===== src/common/radio_fe_pkg.sv =====
package radio_fe_pkg;

   ////////////////////////////////////////
   // Sample and settings types
   ////////////////////////////////////////
   typedef logic signed [15:0] sample_t;   // One I or Q component
   typedef logic [31:0]        iq_t;       // I in [31:16], Q in [15:0]
   typedef logic [7:0]         set_addr_t;
   typedef logic [31:0]        set_data_t;

   localparam sample_t SAMPLE_MAX = sample_t'(32767);
   localparam sample_t SAMPLE_MIN = sample_t'(-32768);

   ////////////////////////////////////////
   // Register bases and bit positions
   ////////////////////////////////////////
   localparam int unsigned SET_TX_FE_BASE = 224;
   localparam int unsigned SET_RX_FE_BASE = 232;
   localparam int unsigned SET_CTRL_ADDR  = 240;

   localparam int TX_SWAP_BIT   = 0;   // TX mux register
   localparam int RX_SWAP_BIT   = 0;   // RX IQ mapping register
   localparam int RX_NEG_Q_BIT  = 1;
   localparam int TX_ENABLE_BIT = 0;   // Control register

   // Clip a 17-bit two's complement result into the sample range
   function automatic sample_t sat_17(logic [16:0] wide);
      sample_t res;
      case (wide[16:15])
         2'b01:   res = SAMPLE_MAX;   // Positive overflow
         2'b10:   res = SAMPLE_MIN;   // Negative overflow
         default: res = sample_t'(wide[15:0]);
      endcase
      return res;
   endfunction

   function automatic sample_t sat_add(sample_t a, sample_t b);
      return sat_17({a[15], a} + {b[15], b});
   endfunction

   function automatic sample_t sat_sub(sample_t a, sample_t b);
      return sat_17({a[15], a} - {b[15], b});
   endfunction

endpackage


===== src/common/fe_cfg_if.sv =====
interface fe_cfg_if;
   import radio_fe_pkg::*;

   // TX frontend settings
   sample_t tx_off_i;
   sample_t tx_off_q;
   logic    tx_swap;
   logic    tx_enable;   // Lets samples leave the TX FIFO

   // RX frontend settings
   sample_t rx_off_i;
   sample_t rx_off_q;
   logic    rx_swap;
   logic    rx_neg_q;

   // Register block drives everything
   modport regs (
      output tx_off_i, tx_off_q, tx_swap, tx_enable,
      output rx_off_i, rx_off_q, rx_swap, rx_neg_q
   );

   modport tx (
      input tx_off_i, tx_off_q, tx_swap, tx_enable
   );

   modport rx (
      input rx_off_i, rx_off_q, rx_swap, rx_neg_q
   );

endinterface


===== src/rtl/fe_settings_regs.sv =====
module fe_settings_regs (
   input  logic                    radio_clk,
   input  logic                    rst_n_i,
   input  logic                    set_stb_i,
   input  radio_fe_pkg::set_addr_t set_addr_i,
   input  radio_fe_pkg::set_data_t set_data_i,
   fe_cfg_if.regs                  cfg
);
   import radio_fe_pkg::*;

   ////////////////////////////////////////
   // Address map
   ////////////////////////////////////////
   localparam set_addr_t ADDR_TX_OFF_I = set_addr_t'(SET_TX_FE_BASE + 0);
   localparam set_addr_t ADDR_TX_OFF_Q = set_addr_t'(SET_TX_FE_BASE + 1);
   localparam set_addr_t ADDR_TX_MUX   = set_addr_t'(SET_TX_FE_BASE + 4);
   localparam set_addr_t ADDR_RX_OFF_I = set_addr_t'(SET_RX_FE_BASE + 2);
   localparam set_addr_t ADDR_RX_OFF_Q = set_addr_t'(SET_RX_FE_BASE + 3);
   localparam set_addr_t ADDR_RX_MAP   = set_addr_t'(SET_RX_FE_BASE + 4);
   localparam set_addr_t ADDR_CTRL     = set_addr_t'(SET_CTRL_ADDR);

   // Offsets come from the low half of the data word
   sample_t set_off;

   assign set_off = sample_t'(set_data_i[15:0]);

   always_ff @(posedge radio_clk) begin
      if (!rst_n_i) begin
         cfg.tx_off_i  <= '0;
         cfg.tx_off_q  <= '0;
         cfg.tx_swap   <= 1'b0;
         cfg.tx_enable <= 1'b0;   // TX held off until enabled
         cfg.rx_off_i  <= '0;
         cfg.rx_off_q  <= '0;
         cfg.rx_swap   <= 1'b0;
         cfg.rx_neg_q  <= 1'b0;
      end else if (set_stb_i) begin
         case (set_addr_i)
            ADDR_TX_OFF_I: cfg.tx_off_i <= set_off;
            ADDR_TX_OFF_Q: cfg.tx_off_q <= set_off;
            ADDR_TX_MUX:   cfg.tx_swap  <= set_data_i[TX_SWAP_BIT];
            ADDR_RX_OFF_I: cfg.rx_off_i <= set_off;
            ADDR_RX_OFF_Q: cfg.rx_off_q <= set_off;
            ADDR_RX_MAP: begin
               cfg.rx_swap  <= set_data_i[RX_SWAP_BIT];
               cfg.rx_neg_q <= set_data_i[RX_NEG_Q_BIT];
            end
            ADDR_CTRL:     cfg.tx_enable <= set_data_i[TX_ENABLE_BIT];
            default: ;   // Unmapped, dropped
         endcase
      end
   end

   ////////////////////////////////////////
   // Checks
   ////////////////////////////////////////
   a_set_addr_known : assert property (
      @(posedge radio_clk) disable iff (!rst_n_i)
      set_stb_i |-> !$isunknown(set_addr_i)
   ) else $error("settings address unknown during strobe");

endmodule


===== src/tx_frontend/tx_sample_fifo.sv =====
module tx_sample_fifo #(
   parameter int TX_FIFO_DEPTH = 4
) (
   input  logic              radio_clk,
   input  logic              rst_n_i,
   input  logic              tx_valid_i,
   input  radio_fe_pkg::iq_t tx_iq_i,
   fe_cfg_if.tx              cfg,
   output logic              pop_o,
   output radio_fe_pkg::iq_t pop_iq_o,
   output logic              tx_credit_o
);
   import radio_fe_pkg::*;

   localparam int PTR_W = $clog2(TX_FIFO_DEPTH);
   localparam int CNT_W = PTR_W + 1;

   iq_t              mem [TX_FIFO_DEPTH];
   logic [PTR_W-1:0] wr_ptr;
   logic [PTR_W-1:0] rd_ptr;
   logic [CNT_W-1:0] fill;
   logic             full;

   assign full     = (fill == CNT_W'(TX_FIFO_DEPTH));
   assign pop_o    = cfg.tx_enable && (fill != '0);   // Drain while enabled
   assign pop_iq_o = mem[rd_ptr];

   ////////////////////////////////////////
   // Storage
   ////////////////////////////////////////
   always_ff @(posedge radio_clk) begin
      if (tx_valid_i)
         mem[wr_ptr] <= tx_iq_i;
   end

   // Pointers wrap on their own, depth is a power of two
   always_ff @(posedge radio_clk) begin
      if (!rst_n_i) begin
         wr_ptr      <= '0;
         rd_ptr      <= '0;
         fill        <= '0;
         tx_credit_o <= 1'b0;
      end else begin
         if (tx_valid_i)
            wr_ptr <= wr_ptr + 1'b1;
         if (pop_o)
            rd_ptr <= rd_ptr + 1'b1;
         case ({tx_valid_i, pop_o})
            2'b10:   fill <= fill + 1'b1;
            2'b01:   fill <= fill - 1'b1;
            default: ;   // Both or neither
         endcase
         tx_credit_o <= pop_o;   // One credit back per sample out
      end
   end

   ////////////////////////////////////////
   // Credit protocol checks
   ////////////////////////////////////////
   a_no_write_full : assert property (
      @(posedge radio_clk) disable iff (!rst_n_i)
      tx_valid_i |-> !full
   ) else $error("TX sample written with no credit left");

   a_fill_bound : assert property (
      @(posedge radio_clk) disable iff (!rst_n_i)
      fill <= CNT_W'(TX_FIFO_DEPTH)
   ) else $error("TX FIFO fill count above depth");

endmodule


===== src/tx_frontend/tx_fe_corr.sv =====
module tx_fe_corr (
   input  logic              radio_clk,
   input  logic              rst_n_i,
   input  logic              pop_i,
   input  radio_fe_pkg::iq_t pop_iq_i,
   fe_cfg_if.tx              cfg,
   output logic              dac_valid_o,
   output radio_fe_pkg::iq_t dac_iq_o
);
   import radio_fe_pkg::*;

   sample_t in_i;
   sample_t in_q;
   sample_t corr_i;
   sample_t corr_q;
   iq_t     mux_iq;

   assign in_i = sample_t'(pop_iq_i[31:16]);
   assign in_q = sample_t'(pop_iq_i[15:0]);

   ////////////////////////////////////////
   // DC offset and IQ swap
   ////////////////////////////////////////
   always_comb begin
      corr_i = sat_add(in_i, cfg.tx_off_i);
      corr_q = sat_add(in_q, cfg.tx_off_q);
      if (cfg.tx_swap)
         mux_iq = {corr_q, corr_i};
      else
         mux_iq = {corr_i, corr_q};
   end

   // Output stage, data only loads on a pop
   always_ff @(posedge radio_clk) begin
      if (pop_i)
         dac_iq_o <= mux_iq;
   end

   always_ff @(posedge radio_clk) begin
      if (!rst_n_i)
         dac_valid_o <= 1'b0;
      else
         dac_valid_o <= pop_i;
   end

endmodule


===== src/rx_frontend/rx_fe_corr.sv =====
module rx_fe_corr (
   input  logic              radio_clk,
   input  logic              rst_n_i,
   input  radio_fe_pkg::iq_t adc_iq_i,
   fe_cfg_if.rx              cfg,
   output logic              rx_valid_o,
   output radio_fe_pkg::iq_t rx_iq_o
);
   import radio_fe_pkg::*;

   sample_t    s1_i;   // After DC offset
   sample_t    s1_q;
   sample_t    map_i;
   sample_t    map_q;
   logic [1:0] vld_sr;

   ////////////////////////////////////////
   // Stage 1: DC offset removal
   ////////////////////////////////////////
   always_ff @(posedge radio_clk) begin
      s1_i <= sat_sub(sample_t'(adc_iq_i[31:16]), cfg.rx_off_i);
      s1_q <= sat_sub(sample_t'(adc_iq_i[15:0]), cfg.rx_off_q);
   end

   ////////////////////////////////////////
   // Stage 2: IQ mapping
   ////////////////////////////////////////
   always_comb begin
      if (cfg.rx_swap) begin
         map_i = s1_q;
         map_q = s1_i;
      end else begin
         map_i = s1_i;
         map_q = s1_q;
      end
      // -32768 clips to 32767
      if (cfg.rx_neg_q)
         map_q = sat_sub('0, map_q);
   end

   always_ff @(posedge radio_clk) begin
      rx_iq_o <= {map_i, map_q};
   end

   // Fill marker, one bit per pipeline stage
   always_ff @(posedge radio_clk) begin
      if (!rst_n_i)
         vld_sr <= 2'b00;
      else
         vld_sr <= {vld_sr[0], 1'b1};
   end

   assign rx_valid_o = vld_sr[1];

   a_rx_out_known : assert property (
      @(posedge radio_clk) disable iff (!rst_n_i)
      rx_valid_o |-> !$isunknown(rx_iq_o)
   ) else $error("RX output unknown while valid");

endmodule


===== src/rtl/radio_fe_top.sv =====
module radio_fe_top #(
   parameter int TX_FIFO_DEPTH = 4
) (
   input  logic                  radio_clk,
   input  logic                  rst_n_i,

   // Settings bus
   input  logic                  set_stb_i,
   input  radio_fe_pkg::set_addr_t set_addr_i,
   input  radio_fe_pkg::set_data_t set_data_i,

   // TX samples in, credit return
   input  logic                  tx_valid_i,
   input  radio_fe_pkg::iq_t     tx_iq_i,
   output logic                  tx_credit_o,

   // DAC side
   output logic                  dac_valid_o,
   output radio_fe_pkg::iq_t     dac_iq_o,

   // ADC side
   input  radio_fe_pkg::iq_t     adc_iq_i,
   output logic                  rx_valid_o,
   output radio_fe_pkg::iq_t     rx_iq_o
);
   import radio_fe_pkg::*;

   logic pop;      // FIFO to correction
   iq_t  pop_iq;

   fe_cfg_if cfg_if ();

   ////////////////////////////////////////
   // Settings registers
   ////////////////////////////////////////
   fe_settings_regs settings_regs_i (
      .radio_clk  (radio_clk),
      .rst_n_i    (rst_n_i),
      .set_stb_i  (set_stb_i),
      .set_addr_i (set_addr_i),
      .set_data_i (set_data_i),
      .cfg        (cfg_if)
   );

   ////////////////////////////////////////
   // TX path
   ////////////////////////////////////////
   tx_sample_fifo #(
      .TX_FIFO_DEPTH (TX_FIFO_DEPTH)
   ) tx_fifo_i (
      .radio_clk   (radio_clk),
      .rst_n_i     (rst_n_i),
      .tx_valid_i  (tx_valid_i),
      .tx_iq_i     (tx_iq_i),
      .cfg         (cfg_if),
      .pop_o       (pop),
      .pop_iq_o    (pop_iq),
      .tx_credit_o (tx_credit_o)
   );

   tx_fe_corr tx_fe_corr_i (
      .radio_clk   (radio_clk),
      .rst_n_i     (rst_n_i),
      .pop_i       (pop),
      .pop_iq_i    (pop_iq),
      .cfg         (cfg_if),
      .dac_valid_o (dac_valid_o),
      .dac_iq_o    (dac_iq_o)
   );

   ////////////////////////////////////////
   // RX path
   ////////////////////////////////////////
   rx_fe_corr rx_fe_corr_i (
      .radio_clk  (radio_clk),
      .rst_n_i    (rst_n_i),
      .adc_iq_i   (adc_iq_i),   // ADC strobe is always high
      .cfg        (cfg_if),
      .rx_valid_o (rx_valid_o),
      .rx_iq_o    (rx_iq_o)
   );

endmodule


===== config.mk =====
export PLATFORM = sky130hd
export DESIGN_NAME = radio_fe_top
export DESIGN_NICKNAME = d
export VERILOG_FILES = /design/src/common/radio_fe_pkg.sv /design/src/common/fe_cfg_if.sv /design/src/rtl/fe_settings_regs.sv /design/src/tx_frontend/tx_sample_fifo.sv /design/src/tx_frontend/tx_fe_corr.sv /design/src/rx_frontend/rx_fe_corr.sv /design/src/rtl/radio_fe_top.sv
export SDC_FILE = /design/constraint.sdc
export NUM_CORES = 1
export LEC_CHECK = 0
export BUFFER_PORTS_ARGS = -buffer_cell sky130_fd_sc_hd__buf_2
export CORE_MARGIN = 4
export CORE_UTILIZATION = 50
export CTS_BUF_LIST = sky130_fd_sc_hd__clkbuf_2 sky130_fd_sc_hd__clkbuf_4 sky130_fd_sc_hd__clkbuf_8
export DETAILED_ROUTE_END_ITERATION = 16
export GPL_TIMING_DRIVEN = 0
export PLACE_DENSITY = 0.7
export SYNTH_ARGS = -nofsm -noshare
export SYNTH_HDL_FRONTEND = slang
export SYNTH_SLANG_ARGS = --single-unit

===== constraint.sdc =====
create_clock -name radio_clk -period 5.1 [get_ports radio_clk]
set_clock_uncertainty 0.05 [all_clocks]
set_input_delay 0 -clock radio_clk [delete_from_list [all_inputs] [get_ports radio_clk]]
set_output_delay 0 -clock radio_clk [all_outputs]
set_load 0.05 [all_outputs]

==> metrics.csv <==
stage,metric,value,unit
timing,rsz0062_at_grt,no,
setup_path,crit_slowest_cell,mux4_2,
placed_design,place.port_buffers,158,
yosys,ys_async_sr_fraction,0,%
pwr,total_power,6360,uW
yosys,syn_area,15400,sq um
yosys,synth-main-ff-cell,edfxtp_1,
die,die_y,184,microns
placed_design,hpwl,28.9,mm
timing,worst_hold_slack,0.0229,ns
drt,drt-vias-per-instance,5.55,
layout,diodes,0,
clocking,clock_latency,0.59,ns
pwr,cellInternalPower,4540,uW
job,cap_violations,0,
layout,final_util,61.6,%
run_status,status,"complete, no violations",
grt,grt_max_degree,35,
die,die_w,184,microns
layout,nNetsFinal,1859,
clocking,cts_buffer_depth,3,
timing,setup_viol,0,
min_path,hold_path_startpoint,adc_iq_i[14],
die,core-area,30500,sq um
yosys,synth.distinct_cells,85,
grt,grt_first_pass_wirelength,61.5,mm
die,start_util,50.6,%
grt,grt_pass1_vias,11200,
yosys,synth-edff-count,160,
clocking,cts_buffers,49,
placed_design,place.gp.congestion,0.906,
setup_path,endpoint_kind,flip-flop,
setup_path,crit_chain,buf_6 > mux4_2 > ha_1 > buf_2 > a2111oi_1 > o21ai_1 > a31oi_1 > a21boi_2 > o22ai_1 > xor2_1 > ha_1 > clkbuf_2 > o2111ai_1 > o211ai_1 > a22oi_1,
pwr,p_sw,1810,uW
grt,grt_usage,23.2,%
layout,fillCellCount,2443,
drt,antenna_left,0,
yosys,ys_top_cells_by_area,"edfxtp_1 31%, dfxtp_1 19%, ha_1 6.5%",
timing,clock.fmax,0.212,GHz
setup_path,cpMostUsedCell,ha_1,
placed_design,place_inst,1921,
layout,drive_above_1_share,20.0,%
die,die_area,33700,sq um
setup_path,cp.arrival,4.96,ns
clocking,clk_pin_slew,0.06,ns
timing,relSlewSlack,42.1,%
yosys,ys_seq_area_share,49.8,%
timing,fin_crit_sh,92.3,%
grt,gr-total-overflow,0,
drt,wire_per_inst,19.1,microns
pwr,powerDensity,338,nW/um^2
layout,stdcell_count,2102,
clocking,cts_tree,done,
die,ioPinCount,175,
pwr,power_frac_seq,44.7,%
pwr,pwr-share-clk,37.4,%
pwr,vdd_drop_max,240,uV
setup_path,crit_fanout,10,
drt,dr_total_vias,11700,
yosys,synth-seq-cells,304,
die,rows,64,
layout,synthToLayoutAreaGrowth,21.9,%
drt,wl,40.1,mm
drt,drt-initial-drc-count,852,
timing,max_slew.worst_pin.slew,0.868,ns
min_path,hold_path_class,in2reg,
yosys,syn-num-nets,1559,
drt,first_pass_iters,5,
clocking,cts_root_buf,clkbuf_8,
setup_path,cp-start-kind,flip-flop,
pwr,leakage,0.00709,uW
setup_path,cpPeakStageDelay,0.61,ns
yosys,postSynthAreaPerCell,11.3,sq um
timing,hold_viol,0,
clocking,ctsHtreeMaxLevel,2,
yosys,synthCells,1366,
pwr,pwr-share-comb,17.9,%
yosys,yosysWarnings,0,
drt,drc,0,
timing,min_period,4.71,ns
clocking,cts_sinks,304,
setup_path,cp.required,5.35,ns
yosys,synth_area_leader_cell,edfxtp_1,
pwr,switching_share,28.5,%
grt,antenna_found_initial,0,
yosys,synth_top_area_share,31.1,%
setup_path,critPathKind,reg2reg,
timing,fin_tns_setup,0,ns
timing,slew_viol_final,0,
synth_stat cells, types with 8 or more instances:
| cell type | n |
|---|---|
| a211o_1 | 8 |
| a211oi_1 | 14 |
| a21boi_0 | 19 |
| a21o_1 | 13 |
| a21oi_1 | 65 |
| a31oi_1 | 23 |
| and2_1 | 14 |
| and3_1 | 8 |
| buf_2 | 9 |
| clkbuf_1 | 33 |
| dfxtp_1 | 144 |
| edfxtp_1 | 160 |
| ha_1 | 80 |
| inv_1 | 69 |
| mux2_2 | 21 |
| mux2i_1 | 80 |
| mux4_2 | 32 |
| nand2_1 | 89 |
| nand2b_1 | 18 |
| nand3_1 | 14 |
| nor2_1 | 65 |
| nor2b_1 | 69 |
| nor3_1 | 28 |
| o211ai_1 | 17 |
| o21a_1 | 17 |
| o21ai_0 | 65 |
| o21ai_1 | 8 |
| o22ai_1 | 8 |
| o31ai_1 | 9 |
| or3_1 | 13 |
| xnor2_1 | 17 |
| xor2_1 | 18 |
registers in the layout, indices dropped and copies added, names as in the netlist, 3 cells and up, named ones only:
name / flops
rx_fe_corr_i.rx_iq_o: 32
tx_fifo_i.fill: 3
settings_regs_i.cfg.tx_off_i: 16
rx_fe_corr_i.s1_q: 16
settings_regs_i.cfg.tx_off_q: 16
rx_fe_corr_i.s1_i: 16
settings_regs_i.cfg.rx_off_i: 16
tx_fe_corr_i.dac_iq_o: 32
tx_fifo_i.mem: 128
settings_regs_i.cfg.rx_off_q: 16
repair_timing:
action                     in CTS  in global routing
hold endpoints to repair      227                  0
hold buffers                   92                  0
setup endpoints to repair      23                 32
gates resized for setup         2                 12
setup buffers                   0                  0
pin swaps                       0                  0
power by group through the flow:
stage	Sequential, uW	Combinational, uW	Clock, uW
2_1_floorplan	3060	554	0
3_3_place_gp	2880	1040	0
3_5_place_dp	2890	1060	0
4_1_cts	2840	1130	2420
5_1_grt	2850	1240	2550
6_report	2840	1140	2380
through the flow:
| stage | area (sq um) | setup slack, ns |
|---|---|---|
| 3_3_place_gp | 16700 | -0.185 |
| 2_1_floorplan | 15400 | 0.629 |
| 6_report | 18800 | 0.390 |
| 5_1_grt | 18800 | 0.0749 |
| 4_1_cts | 18800 | 0.0111 |
| 3_5_place_dp | 16700 | -0.158 |
layout make-up:
| type | count | area, sq um | share of cell area, % |
|---|---|---|---|
| clock inverter | 29 | 339 | 1.80 |
| buffer | 52 | 248 | 1.32 |
| inverter | 73 | 274 | 1.46 |
| multi-input combinational | 935 | 7250 | 38.5 |
| tap | 396 | 495 | 2.63 |
| timing repair buffer | 251 | 1730 | 9.21 |
| clock buffer | 62 | 785 | 4.17 |
| sequential | 304 | 7690 | 40.9 |
layout by cell type (no fill, tap or decap), drive strengths merged, types with 7 or more instances in the layout:
cell	count
a211o	8
o211ai	17
a21boi	20
dfxtp	144
a211oi	14
o21a	17
mux2	22
nand2	89
or3	13
and3	8
nand3	14
ha	80
a21o	13
a31oi	23
mux4	32
clkbuf	96
nand4	7
dlygate4sd3	92
clkinv	24
and2	14
inv	71
xor2	18
bufinv	7
xnor2	17
o21ai	73
nor2b	69
edfxtp	160
o31ai	9
nor3	29
nand2b	18
nor2	66
o22ai	8
buf	177
a21oi	65
mux2i	81
worst max-delay path, delay by kind of cell (launching register included):
kind	cells	cell delay, ns
AOI/OAI and AO/OA	8	1.93
adders and majority gates	2	0.67
buffers and inverters	3	0.62
muxes	1	0.61
DFF	1	0.41
xor gates and xnor gates	1	0.12
path summary, 6_finish.rpt:
kind         cells after the start                        end  slack [ns]
max                             15  tx_fe_corr_i.dac_iq_o[10]        0.39
min                              4      rx_fe_corr_i.s1_q[15]        0.02
max reg2reg                     15  tx_fe_corr_i.dac_iq_o[10]        0.39
min reg2reg                      1     rx_fe_corr_i.vld_sr[1]        0.40
cell families after synthesis:
logic type / after synthesis / synth area share, %
AND/OR/NAND/NOR: 360 / 12.5
AO/OA/AOI/OAI: 320 / 13.7
flip-flops: 304 / 49.8
multiplexers: 135 / 11.6
buffers and inverters: 127 / 3.33
adder cells (fa/ha/maj): 85 / 7.13
XOR/XNOR: 35 / 1.99
metal layers:
layer | wire length [microns] | share of wire (%) | track usage [%]
met4 | 897 | 2.2 | 6.06
met1 | 18400 | 46 | 33.7
met3 | 2710 | 6.8 | 3.96
met5 | 0 | 0 | 0
met2 | 18000 | 45 | 36.4
(Power assumes the default switching activity.)
